==> src/ccu_pkg.sv <==
`default_nettype none

package ccu_pkg;

  localparam int CTRL_DATA_W = 32;
  localparam int CTRL_ADDR_W = 8;

  // Register map, byte offsets on the control bus
  typedef enum logic [CTRL_ADDR_W-1:0] {
    ADDR_DATA_SIZE = 8'h00,
    ADDR_GRID_SIZE = 8'h04,
    ADDR_SCLE_SIZE = 8'h08,
    ADDR_RSLT_SIZE = 8'h0C,
    ADDR_PCKT_SIZE = 8'h10,
    ADDR_LOADED    = 8'h14,
    ADDR_CONTROL   = 8'h18,
    ADDR_COMMAND   = 8'h1C,
    ADDR_STATUS    = 8'h20,
    ADDR_PROGRESS  = 8'h24,
    ADDR_ITERATION = 8'h28
  } reg_addr_e;

  typedef enum logic [2:0] {
    ST_IDLE,
    ST_START,
    ST_OPERATE,
    ST_DONE,
    ST_ERROR,
    ST_ABORT
  } ccu_state_e;

  typedef struct packed {
    logic                   wr_en;
    logic                   rd_en;
    logic [CTRL_ADDR_W-1:0] addr;
    logic [CTRL_DATA_W-1:0] wdata;
  } reg_req_t;

  typedef struct packed {
    logic                   rd_valid;
    logic [CTRL_DATA_W-1:0] rdata;
  } reg_rsp_t;

  // Operand sizes as written by software
  typedef struct packed {
    logic [CTRL_DATA_W-1:0] data_size;
    logic [CTRL_DATA_W-1:0] grid_size;
    logic [CTRL_DATA_W-1:0] scle_size;
    logic [CTRL_DATA_W-1:0] rslt_size;
    logic [CTRL_DATA_W-1:0] pckt_size;
  } op_config_t;

  typedef struct packed {
    logic idle;
    logic busy;
    logic error;
    logic locked;
  } ccu_status_t;

endpackage

`default_nettype wire

==> src/ccu_iteration_planner.sv <==
`timescale 1ns/1ps
`default_nettype none

module ccu_iteration_planner #(
  parameter int RSLT_CHANNELS = 4
) (
  input  wire                               fsm_clk,
  input  wire                               fsm_rst,
  input  wire                               plan_load,
  input  wire                               plan_step,
  input  wire                               rslt_tlast,
  input  wire [ccu_pkg::CTRL_DATA_W-1:0]    rslt_size,
  output logic [RSLT_CHANNELS-1:0]          use_channels_next,
  output logic                              last_iteration,
  output logic [ccu_pkg::CTRL_DATA_W-1:0]   results_exported,
  output logic [ccu_pkg::CTRL_DATA_W-1:0]   iteration_count
);
  import ccu_pkg::*;

  localparam logic [CTRL_DATA_W-1:0] CHANNELS = CTRL_DATA_W'(RSLT_CHANNELS);

  logic [CTRL_DATA_W-1:0] results_left;
  logic [CTRL_DATA_W-1:0] iter_size;
  // Size of the iteration in flight, credited on its tlast
  logic [CTRL_DATA_W-1:0] pending_size;

  assign iter_size      = (results_left > CHANNELS) ? CHANNELS : results_left;
  assign last_iteration = (results_left == '0);

  always_comb begin
    for (int ch = 0; ch < RSLT_CHANNELS; ch++) begin
      use_channels_next[ch] = (CTRL_DATA_W'(ch) < iter_size);
    end
  end

  always_ff @(posedge fsm_clk) begin
    if (fsm_rst) begin
      results_left     <= '0;
      pending_size     <= '0;
      results_exported <= '0;
      iteration_count  <= '0;
    end else if (plan_load) begin
      results_left     <= rslt_size;
      pending_size     <= '0;
      results_exported <= '0;
      iteration_count  <= '0;
    end else begin
      if (rslt_tlast) begin
        iteration_count  <= iteration_count + CTRL_DATA_W'(1);
        results_exported <= results_exported + pending_size;
        pending_size     <= '0;
      end
      // A new issue in the tlast cycle replaces the credited size
      if (plan_step) begin
        results_left <= results_left - iter_size;
        pending_size <= iter_size;
      end
    end
  end

endmodule

`default_nettype wire

==> src/ccu_register_file.sv <==
`timescale 1ns/1ps
`default_nettype none

module ccu_register_file #(
  parameter int DATA_ADDR  = 16,
  parameter int GRID_ADDR  = 16,
  parameter int SCALE_ADDR = 16
) (
  input  wire                              fsm_clk,
  input  wire                              fsm_rst,
  input  wire ccu_pkg::reg_req_t           reg_req,
  output ccu_pkg::reg_rsp_t                reg_rsp,
  input  wire                              start_clr,
  input  wire                              done_set,
  input  wire ccu_pkg::ccu_status_t        status,
  input  wire [ccu_pkg::CTRL_DATA_W-1:0]   results_exported,
  input  wire [ccu_pkg::CTRL_DATA_W-1:0]   iteration_count,
  output ccu_pkg::op_config_t              cfg,
  output logic                             start_req,
  output logic                             done_flag,
  output logic                             op_valid,
  output logic                             abort_cmd,
  output logic                             error_cmd
);
  import ccu_pkg::*;

  // Largest legal size for each addressed memory
  localparam logic [CTRL_DATA_W:0] MAX_DATA_SIZE = (CTRL_DATA_W + 1)'(1) << DATA_ADDR;
  localparam logic [CTRL_DATA_W:0] MAX_GRID_SIZE = (CTRL_DATA_W + 1)'(1) << GRID_ADDR;
  localparam logic [CTRL_DATA_W:0] MAX_SCLE_SIZE = (CTRL_DATA_W + 1)'(1) << SCALE_ADDR;

  logic [3:0]             loaded;
  logic                   rd_valid_q;
  logic [CTRL_DATA_W-1:0] rdata_q;
  logic [CTRL_DATA_W-1:0] rdata_next;

  assign op_valid = (&loaded) &&
                    (cfg.data_size != '0) && (cfg.grid_size != '0) &&
                    (cfg.scle_size != '0) && (cfg.rslt_size != '0) &&
                    (cfg.pckt_size != '0) &&
                    ({1'b0, cfg.data_size} <= MAX_DATA_SIZE) &&
                    ({1'b0, cfg.grid_size} <= MAX_GRID_SIZE) &&
                    ({1'b0, cfg.scle_size} <= MAX_SCLE_SIZE);

  always_ff @(posedge fsm_clk) begin
    if (fsm_rst) begin
      cfg       <= '0;
      loaded    <= '0;
      start_req <= 1'b0;
      done_flag <= 1'b0;
      abort_cmd <= 1'b0;
      error_cmd <= 1'b0;
    end else begin
      // Commands only live for one cycle
      abort_cmd <= 1'b0;
      error_cmd <= 1'b0;
      if (reg_req.wr_en) begin
        case (reg_req.addr)
          ADDR_DATA_SIZE: cfg.data_size <= reg_req.wdata;
          ADDR_GRID_SIZE: cfg.grid_size <= reg_req.wdata;
          ADDR_SCLE_SIZE: cfg.scle_size <= reg_req.wdata;
          ADDR_RSLT_SIZE: cfg.rslt_size <= reg_req.wdata;
          ADDR_PCKT_SIZE: cfg.pckt_size <= reg_req.wdata;
          ADDR_LOADED:    loaded        <= reg_req.wdata[3:0];
          ADDR_CONTROL: begin
            start_req <= reg_req.wdata[0];
            done_flag <= reg_req.wdata[1];
          end
          ADDR_COMMAND: begin
            abort_cmd <= reg_req.wdata[0];
            error_cmd <= reg_req.wdata[1];
          end
          default: begin
          end
        endcase
      end
      // Hardware updates win over a software write in the same cycle
      if (start_clr) begin
        start_req <= 1'b0;
      end
      if (done_set) begin
        done_flag <= 1'b1;
      end
    end
  end

  always_comb begin
    rdata_next = '0;
    case (reg_req.addr)
      ADDR_DATA_SIZE: rdata_next = cfg.data_size;
      ADDR_GRID_SIZE: rdata_next = cfg.grid_size;
      ADDR_SCLE_SIZE: rdata_next = cfg.scle_size;
      ADDR_RSLT_SIZE: rdata_next = cfg.rslt_size;
      ADDR_PCKT_SIZE: rdata_next = cfg.pckt_size;
      ADDR_LOADED:    rdata_next = {28'd0, loaded};
      ADDR_CONTROL:   rdata_next = {30'd0, done_flag, start_req};
      ADDR_STATUS: begin
        rdata_next = {27'd0, op_valid, status.locked, status.error,
                      status.busy, status.idle};
      end
      ADDR_PROGRESS:  rdata_next = results_exported;
      ADDR_ITERATION: rdata_next = iteration_count;
      default:        rdata_next = '0;
    endcase
  end

  always_ff @(posedge fsm_clk) begin
    if (fsm_rst) begin
      rd_valid_q <= 1'b0;
    end else begin
      rd_valid_q <= reg_req.rd_en;
    end
  end

  always_ff @(posedge fsm_clk) begin
    if (reg_req.rd_en) begin
      rdata_q <= rdata_next;
    end
  end

  assign reg_rsp.rd_valid = rd_valid_q;
  assign reg_rsp.rdata    = rdata_q;

endmodule

`default_nettype wire

==> src/ccu_sequencer.sv <==
`timescale 1ns/1ps
`default_nettype none

module ccu_sequencer #(
  parameter int RSLT_CHANNELS   = 4,
  parameter int DATA_ADDR       = 16,
  parameter int GRID_ADDR       = 16,
  parameter int SCALE_ADDR      = 16,
  parameter int NUM_PERIPHERALS = 2
) (
  input  wire                              fsm_clk,
  input  wire                              fsm_rst,
  input  wire                              start_req,
  input  wire                              op_valid,
  input  wire                              done_flag,
  input  wire                              abort_cmd,
  input  wire                              error_cmd,
  input  wire ccu_pkg::op_config_t         cfg,
  input  wire                              last_iteration,
  input  wire [RSLT_CHANNELS-1:0]          use_channels_next,
  input  wire                              rslt_tlast,
  input  wire [NUM_PERIPHERALS-1:0]        peripheral_operation_error,
  output logic                             start_clr,
  output logic                             done_set,
  output logic                             plan_load,
  output logic                             plan_step,
  output ccu_pkg::ccu_status_t             status,
  output logic                             operation_start,
  output logic [DATA_ADDR:0]               data_size,
  output logic [GRID_ADDR:0]               grid_size,
  output logic [SCALE_ADDR:0]              scle_size,
  output logic [ccu_pkg::CTRL_DATA_W-1:0]  pckt_size,
  output logic                             iteration_start,
  output logic [RSLT_CHANNELS-1:0]         use_channels,
  output logic                             operation_busy,
  output logic                             operation_complete,
  output logic                             operation_error,
  output logic                             internal_operation_error,
  output logic                             locked,
  output logic                             pl2ps_intr
);
  import ccu_pkg::*;

  ccu_state_e                 state;
  ccu_state_e                 state_next;
  logic [NUM_PERIPHERALS-1:0] perr_meta;
  logic [NUM_PERIPHERALS-1:0] perr_sync;
  logic                       periph_error;
  logic                       enter_done;
  logic                       enter_error;

  // Peripheral errors come from other clock domains
  always_ff @(posedge fsm_clk) begin
    if (fsm_rst) begin
      perr_meta <= '0;
      perr_sync <= '0;
    end else begin
      perr_meta <= peripheral_operation_error;
      perr_sync <= perr_meta;
    end
  end

  assign periph_error = |perr_sync;

  always_comb begin
    state_next = state;
    case (state)
      ST_IDLE: begin
        if (start_req) begin
          state_next = op_valid ? ST_START : ST_ERROR;
        end
      end
      ST_START:   state_next = ST_OPERATE;
      ST_OPERATE: begin
        if (rslt_tlast && last_iteration) begin
          state_next = ST_DONE;
        end
      end
      // Stay locked until software acknowledges
      ST_DONE: begin
        if (!done_flag) begin
          state_next = ST_IDLE;
        end
      end
      ST_ERROR:   state_next = ST_ERROR;
      ST_ABORT:   state_next = ST_IDLE;
      default:    state_next = ST_IDLE;
    endcase
    if (periph_error) begin
      state_next = ST_ERROR;
    end
    // Software commands override everything else
    if (abort_cmd || error_cmd) begin
      state_next = ST_ABORT;
    end
  end

  assign start_clr   = (state == ST_IDLE) && start_req;
  assign plan_load   = (state == ST_IDLE) && (state_next == ST_START);
  assign plan_step   = ((state == ST_START) && (state_next == ST_OPERATE)) ||
                       ((state == ST_OPERATE) && (state_next == ST_OPERATE) &&
                        rslt_tlast && !last_iteration);
  assign enter_done  = (state == ST_OPERATE) && (state_next == ST_DONE);
  assign enter_error = (state_next == ST_ERROR) && (state != ST_ERROR);
  assign done_set    = enter_done || error_cmd;

  assign status.idle   = (state == ST_IDLE);
  assign status.busy   = (state == ST_START) || (state == ST_OPERATE);
  assign status.error  = (state == ST_ERROR);
  assign status.locked = locked;

  always_ff @(posedge fsm_clk) begin
    if (fsm_rst) begin
      state                    <= ST_IDLE;
      operation_start          <= 1'b0;
      iteration_start          <= 1'b0;
      operation_busy           <= 1'b0;
      operation_complete       <= 1'b0;
      operation_error          <= 1'b0;
      internal_operation_error <= 1'b0;
      locked                   <= 1'b0;
      pl2ps_intr               <= 1'b0;
    end else begin
      state              <= state_next;
      operation_start    <= plan_load;
      iteration_start    <= plan_step;
      operation_busy     <= (state_next == ST_START) || (state_next == ST_OPERATE);
      operation_complete <= enter_done;
      // An abort only flags an error when software asked for one
      operation_error    <= (state_next == ST_ERROR) ||
                            ((state_next == ST_ABORT) && error_cmd);
      internal_operation_error <= enter_error && periph_error;
      locked             <= (state_next == ST_DONE) || (state_next == ST_ERROR);
      pl2ps_intr         <= plan_load || ((state == ST_OPERATE) && rslt_tlast) ||
                            enter_done || enter_error;
    end
  end

  // Sizes and mask are only meaningful alongside their strobes
  always_ff @(posedge fsm_clk) begin
    if (plan_load) begin
      data_size <= cfg.data_size[DATA_ADDR:0];
      grid_size <= cfg.grid_size[GRID_ADDR:0];
      scle_size <= cfg.scle_size[SCALE_ADDR:0];
      pckt_size <= cfg.pckt_size;
    end
    if (plan_step) begin
      use_channels <= use_channels_next;
    end
  end

endmodule

`default_nettype wire

==> src/ccu_top.sv <==
`timescale 1ns/1ps
`default_nettype none

module ccu_top #(
  parameter int RSLT_CHANNELS   = 4,
  parameter int DATA_ADDR       = 16,
  parameter int GRID_ADDR       = 16,
  parameter int SCALE_ADDR      = 16,
  parameter int NUM_PERIPHERALS = 2
) (
  input  wire                              fsm_clk,
  input  wire                              fsm_rst,
  input  wire ccu_pkg::reg_req_t           reg_req,
  output ccu_pkg::reg_rsp_t                reg_rsp,
  input  wire [NUM_PERIPHERALS-1:0]        peripheral_operation_error,
  input  wire                              rslt_tlast,
  output wire                              operation_start,
  output wire [DATA_ADDR:0]                data_size,
  output wire [GRID_ADDR:0]                grid_size,
  output wire [SCALE_ADDR:0]               scle_size,
  output wire [ccu_pkg::CTRL_DATA_W-1:0]   pckt_size,
  output wire                              iteration_start,
  output wire [RSLT_CHANNELS-1:0]          use_channels,
  output wire                              operation_busy,
  output wire                              operation_complete,
  output wire                              operation_error,
  output wire                              internal_operation_error,
  output wire                              locked,
  output wire                              pl2ps_intr
);
  import ccu_pkg::*;

  op_config_t             cfg;
  ccu_status_t            status;
  logic                   start_req;
  logic                   done_flag;
  logic                   op_valid;
  logic                   abort_cmd;
  logic                   error_cmd;
  logic                   start_clr;
  logic                   done_set;
  logic                   plan_load;
  logic                   plan_step;
  logic                   last_iteration;
  logic [RSLT_CHANNELS-1:0] use_channels_next;
  logic [CTRL_DATA_W-1:0] results_exported;
  logic [CTRL_DATA_W-1:0] iteration_count;

  ccu_register_file #(
    .DATA_ADDR  (DATA_ADDR),
    .GRID_ADDR  (GRID_ADDR),
    .SCALE_ADDR (SCALE_ADDR)
  ) ccu_register_file_inst (
    .fsm_clk          (fsm_clk),
    .fsm_rst          (fsm_rst),
    .reg_req          (reg_req),
    .reg_rsp          (reg_rsp),
    .start_clr        (start_clr),
    .done_set         (done_set),
    .status           (status),
    .results_exported (results_exported),
    .iteration_count  (iteration_count),
    .cfg              (cfg),
    .start_req        (start_req),
    .done_flag        (done_flag),
    .op_valid         (op_valid),
    .abort_cmd        (abort_cmd),
    .error_cmd        (error_cmd)
  );

  ccu_iteration_planner #(
    .RSLT_CHANNELS (RSLT_CHANNELS)
  ) ccu_iteration_planner_inst (
    .fsm_clk           (fsm_clk),
    .fsm_rst           (fsm_rst),
    .plan_load         (plan_load),
    .plan_step         (plan_step),
    .rslt_tlast        (rslt_tlast),
    .rslt_size         (cfg.rslt_size),
    .use_channels_next (use_channels_next),
    .last_iteration    (last_iteration),
    .results_exported  (results_exported),
    .iteration_count   (iteration_count)
  );

  ccu_sequencer #(
    .RSLT_CHANNELS   (RSLT_CHANNELS),
    .DATA_ADDR       (DATA_ADDR),
    .GRID_ADDR       (GRID_ADDR),
    .SCALE_ADDR      (SCALE_ADDR),
    .NUM_PERIPHERALS (NUM_PERIPHERALS)
  ) ccu_sequencer_inst (
    .fsm_clk                    (fsm_clk),
    .fsm_rst                    (fsm_rst),
    .start_req                  (start_req),
    .op_valid                   (op_valid),
    .done_flag                  (done_flag),
    .abort_cmd                  (abort_cmd),
    .error_cmd                  (error_cmd),
    .cfg                        (cfg),
    .last_iteration             (last_iteration),
    .use_channels_next          (use_channels_next),
    .rslt_tlast                 (rslt_tlast),
    .peripheral_operation_error (peripheral_operation_error),
    .start_clr                  (start_clr),
    .done_set                   (done_set),
    .plan_load                  (plan_load),
    .plan_step                  (plan_step),
    .status                     (status),
    .operation_start            (operation_start),
    .data_size                  (data_size),
    .grid_size                  (grid_size),
    .scle_size                  (scle_size),
    .pckt_size                  (pckt_size),
    .iteration_start            (iteration_start),
    .use_channels               (use_channels),
    .operation_busy             (operation_busy),
    .operation_complete         (operation_complete),
    .operation_error            (operation_error),
    .internal_operation_error   (internal_operation_error),
    .locked                     (locked),
    .pl2ps_intr                 (pl2ps_intr)
  );

endmodule

`default_nettype wire

==> config.mk <==
export PLATFORM = sky130hd
export DESIGN_NAME = ccu_top
export DESIGN_NICKNAME = d
export VERILOG_FILES = /design/src/ccu_pkg.sv /design/src/ccu_iteration_planner.sv /design/src/ccu_register_file.sv /design/src/ccu_sequencer.sv /design/src/ccu_top.sv
export SDC_FILE = /design/constraint.sdc
export NUM_CORES = 1
export LEC_CHECK = 0
export ABC_AREA = 1
export BUFFER_PORTS_ARGS = -buffer_cell sky130_fd_sc_hd__buf_2
export CAP_MARGIN = 20
export CORE_ASPECT_RATIO = 1.5
export CORE_MARGIN = 1
export CORE_UTILIZATION = 60
export CTS_CLUSTER_DIAMETER = 50
export DETAILED_ROUTE_END_ITERATION = 10
export PLACE_DENSITY = 0.8
export SLEW_MARGIN = 20
export SYNTH_ARGS = -nofsm -noshare
export SYNTH_HDL_FRONTEND = slang
export SYNTH_SLANG_ARGS = --single-unit
==> constraint.sdc <==
create_clock -name fsm_clk -period 4.8 [get_ports fsm_clk]
set_input_delay 0.24 -clock fsm_clk [delete_from_list [all_inputs] [get_ports fsm_clk]]
set_output_delay 0.24 -clock fsm_clk [all_outputs]
set_load 0.03 [all_outputs]
==> results.md <==
* Outcome: finished, final reports clean
* Drt initial violations at ~2000
* CP max-delay cell: inv_4
* Worst-path cell chain: nor2_1 -> nand3_1 -> nor2_1 -> nand2_1 -> nand2_1 -> nand2_1 -> nor2_1 -> nand3_1 -> nand2_1 -> nand2_1 -> nor2_1 -> nand2_4 -> inv_4 -> buf_4
* Setup Skew at about 0.027 ns
* Top post-synthesis cells by area: dfxtp_1, edfxtp_1, nor2_1
* Skew-Pair Late Insertion Delay at just under 0.6 ns
* Final hold vios at 0
* Pre-Repair DR Iteration Count at 6
* Sequential share of power at between 40% and 50%
* CTS Buffer Depth at 3
* WP buf/inv at 2
* Post-synth EDFFs at ~120
* Cells after Synth at around 2500
* Worst r2r dst: ccu_sequencer_inst.data_size[2]$_DFFE_PP_
* Tcrit/Tclk final at 70.1%
* Max-cap violations at 0
* RSZ-0062 raised after global routing: false
* Fraction of layout cells with a size suffix above 1 at between 10% and 20%
* First-pass GRT wire length at about 110000 um
* Prevailing post-synth register cell: dfxtp_1
* Post-synthesis async set-or-reset flop share at 0%
* Endpoints failing setup at 0
* Sequential fraction of the synthesis area at 48.9%
* CP Capture Type: flop
* TritonCTS clock tree: built
* Cell row count at 81
* Worst Tran Pin Value at approximately 1.1 ns
* Most used cell, CP: nand2_1
* Highest clock rate at slightly below 0.3 GHz
* Routed vias/inst at roughly 6.2
* Starting Density at between 60% and 70%
* Detailed Place HPWL at 53200 um
* Die width at about 150 um
* Full die area at 34200 um^2
* Nets@finish at around 2800
* Worst Path Arrival at around 3.6 ns
* Largest net degree at the start of global routing at 99
* Routed WL at 74200 um
* Critical Path RT at slightly above 5 ns
* IO Port Bufs at between 150 and 200
* Worst-path fanout max at 36
* Yosys cell types at 57
* R2R Path Start: ccu_register_file_inst.cfg[141]$_SDFFE_PP0P_
* Die Ht at about 230 um
* I/O pins at between 150 and 200
* Post-Syn Nets at between 2000 and 3000
* Tot Pwr at about 7.7 mW
* Clock-pin slew on the worst setup and hold paths at roughly 0.07 ns
* Hold Path Depth at 3
* CTS Buf Count at 44
* Initial antenna violation count at 1
* Sw power at around 1.8 mW
* Pwr Density at around 340 nW/um^2
* Core box area at 32700 um^2
* GP Congestion at roughly 1.1
* Vias in the first global route at approximately 19000
* CP max stage delay at approximately 0.45 ns
* Leak at roughly 9.6 nW
* Synthesis Warnings at 0
* Worst Hold Launch: reg_req[26]
* VDD IR-drop max at roughly 0.28 mV
* Setup crit start kind: flop
* Post-route minimum period at 3.37 ns
* R2r setup slk at between 1 and 1.5 ns
* R2R cell count at 14
* Drc violations at 0
* Hold EP: ccu_register_file_inst.cfg[26]$_SDFFE_PP0P_
* P_int at slightly below 6 mW
* Area leader, netlist: dfxtp_1
* Mean Syn Cell Area at ~8.0 um^2
* Comb power frac at 3.5%
* Mapped cell area at about 20000 um^2
* Yosys reg bits at between 400 and 500
* Clk root buf: clkbuf_16
* Area delta synth->final at 14.2%
* Sinks on Clock Net at ~430
* Delay-heaviest family, CP: simple AND/OR/NAND/NOR gates
* GRT Resource Usage Total at roughly 44%
* GRT overflow at 0
* Slew headroom at around a quarter
* Kind of critical path: reg2reg
* Via Count at a little under 20000
* Clk pwr share at a little under half
* Yosys top cell area share at a little under a third
* Setup TNS at 0 ns
* Worst hold-check path type: in2reg
* Drt wl/cell at around 24 um
* Detail Route Antenna Nets at 0
* Sw Ratio at 23.1%
* H-tree depth at 2
* Fin. max-slew vios at 0
## cells by family after synthesis
logic type                 share of synthesized area [%]
adders and majority gates                           2.16
other                                             0.0187
buffers and inverters                               7.02
DFF                                                 48.9
AOI/OAI and AO/OA                                   14.2
xor gates and xnor gates                            1.61
and+or+nand+nor                                     26.1
## worst max path at each step
stage | cells after the start | end | startpoint | slack [ns]
after floorplan | 14 | ccu_sequencer_inst.data_size[0]$_DFFE_PP_ | ccu_iteration_planner_inst.results_left[12]$_SDFFE_PP0P_ | 2.40
after global placement | 14 | ccu_sequencer_inst.pckt_size[2]$_DFFE_PP_ | ccu_register_file_inst.cfg[110]$_SDFFE_PP0P_ | 1.63
after detailed placement | 9 | ccu_iteration_planner_inst.pending_size[4]$_SDFFE_PP0P_ | ccu_sequencer_inst.perr_sync[1]$_SDFF_PP0_ | 1.56
after CTS | 14 | ccu_sequencer_inst.pckt_size[23]$_DFFE_PP_ | ccu_register_file_inst.cfg[110]$_SDFFE_PP0P_ | 1.52
after global routing | 18 | ccu_iteration_planner_inst.results_left[29]$_SDFFE_PP0P_ | ccu_register_file_inst.cfg[100]$_SDFFE_PP0P_ | 1.18
final | 14 | ccu_sequencer_inst.data_size[2]$_DFFE_PP_ | ccu_register_file_inst.cfg[141]$_SDFFE_PP0P_ | 1.43
## Yosys cell counts, types with 3 or more instances
| cell | instances |
|---|---|
| nor2_1 | 420 |
| nand2_1 | 416 |
| dfxtp_1 | 312 |
| inv_1 | 220 |
| o21ai_0 | 210 |
| a21oi_1 | 176 |
| nand3_1 | 148 |
| edfxtp_1 | 119 |
| clkbuf_1 | 84 |
| nand4_1 | 70 |
| a221oi_1 | 35 |
| ha_1 | 33 |
| nor3_1 | 31 |
| xor2_1 | 29 |
| nor3b_1 | 21 |
| a211oi_1 | 16 |
| buf_2 | 13 |
| or2_2 | 13 |
| nor3b_2 | 11 |
| a31oi_1 | 9 |
| buf_6 | 9 |
| inv_2 | 9 |
| nor4_1 | 9 |
| nand3b_1 | 8 |
| o22ai_1 | 8 |
| xnor2_1 | 8 |
| a21o_1 | 6 |
| buf_4 | 6 |
| nor2_2 | 6 |
| nor2_4 | 5 |
| o2111ai_1 | 5 |
| o221ai_1 | 5 |
| a22o_1 | 4 |
| nand2_2 | 4 |
| nand2_4 | 4 |
| o211ai_1 | 4 |
| o21ai_1 | 4 |
| a2111oi_0 | 3 |
| a21boi_0 | 3 |
| clkinv_1 | 3 |
| o21a_1 | 3 |
## layout make-up
type	count	area, um^2
Clock inverter	24	290
Multi-Input combinational cell	1747	8880
Timing Repair Buffer	225	1300
Inverter	233	880
Tap cell	415	519
Clock buffer	58	1250
Antenna cell	1	2.50
Sequential cell	431	9820
Fill cell	2671	9800
## layer usage
| layer | GRT usage [%] | vias to the layer above | part of all wire [%] |
|---|---|---|---|
| met1 | 46.6 | 8984 | 33 |
| met2 | 72.2 | 1265 | 48 |
| met5 | 0 | - | 0.018 |
| met4 | 40.2 | 2 | 10 |
| li1 | - | 8843 | - |
| met3 | 9.72 | 421 | 9.4 |
## placed cells by master (no fill, tap or decap), types with 70 or more instances in the layout
master,instances
nand3_1,148
inv_1,219
o21ai_0,210
dfxtp_1,312
nor2_1,416
a21oi_1,176
nand2_1,416
edfxtp_1,119
nand4_1,70
buf_2,174
## worst reg2reg max path, stage by stage, from the launching register on
cell and delay (ns):
dfxtp_1 0.34, nor2_1 0.14, nand3_1 0.15, nor2_1 0.28
nand2_1 0.12, nand2_1 0.08, nand2_1 0.04, nor2_1 0.14
nand3_1 0.11, nand2_1 0.09, nand2_1 0.08, nor2_1 0.18
nand2_4 0.31, inv_4 0.47, buf_4 0.44
## power by group through the flow
stage | sequential (mW) | clock [mW] | combinational [mW]
2_1_floorplan | 3.85 | 0 | 0.114
3_3_place_gp | 3.83 | 0 | 0.245
3_5_place_dp | 3.83 | 0 | 0.248
4_1_cts | 3.75 | 3.67 | 0.262
5_1_grt | 3.75 | 3.81 | 0.285
6_report | 3.75 | 3.69 | 0.271
## timing repair
action	4_1_cts	5_1_grt
hold buffers	19	0
setup endpoints to repair	0	0
setup buffers	0	0
resized for setup	0	0
hold endpoints to repair	42	0
## sequential cells by signal, indices dropped and copies added, names as in the netlist, 2 cells and up
| register | count |
|---|---|
| ccu_sequencer_inst.use_channels | 4 |
| ccu_iteration_planner_inst.pending_size | 32 |
| ccu_iteration_planner_inst.results_left | 32 |
| ccu_sequencer_inst.perr_meta | 2 |
| ccu_register_file_inst.cfg | 160 |
| ccu_register_file_inst.rdata_q | 32 |
| ccu_sequencer_inst.scle_size | 17 |
| ccu_register_file_inst.loaded | 4 |
| ccu_sequencer_inst.perr_sync | 2 |
| ccu_sequencer_inst.grid_size | 17 |
| ccu_sequencer_inst.data_size | 17 |
| ccu_iteration_planner_inst.results_exported | 32 |
| ccu_sequencer_inst.pckt_size | 32 |
| ccu_iteration_planner_inst.iteration_count | 32 |
| ccu_sequencer_inst.state | 3 |
## through the flow
stage | area, um^2 | worst slack [ns] | cells | utilization [%] | hold WS, ns
final | 22900 | 1.43 | 3134 | 70.1 | 0.0154
after global routing | 22900 | 1.18 | 3133 | 70.1 | 0.00204
after CTS | 22900 | 1.52 | 3133 | 70.1 | 0.00347
after detailed placement | 21200 | 1.56 | 3032 | 64.8 | 0.399
after global placement | 21200 | 1.63 | 3032 | 64.8 | 0.393
after floorplan | 20100 | 2.40 | 2525 | - | 0.347
Power figures use the tool's default switching activity.
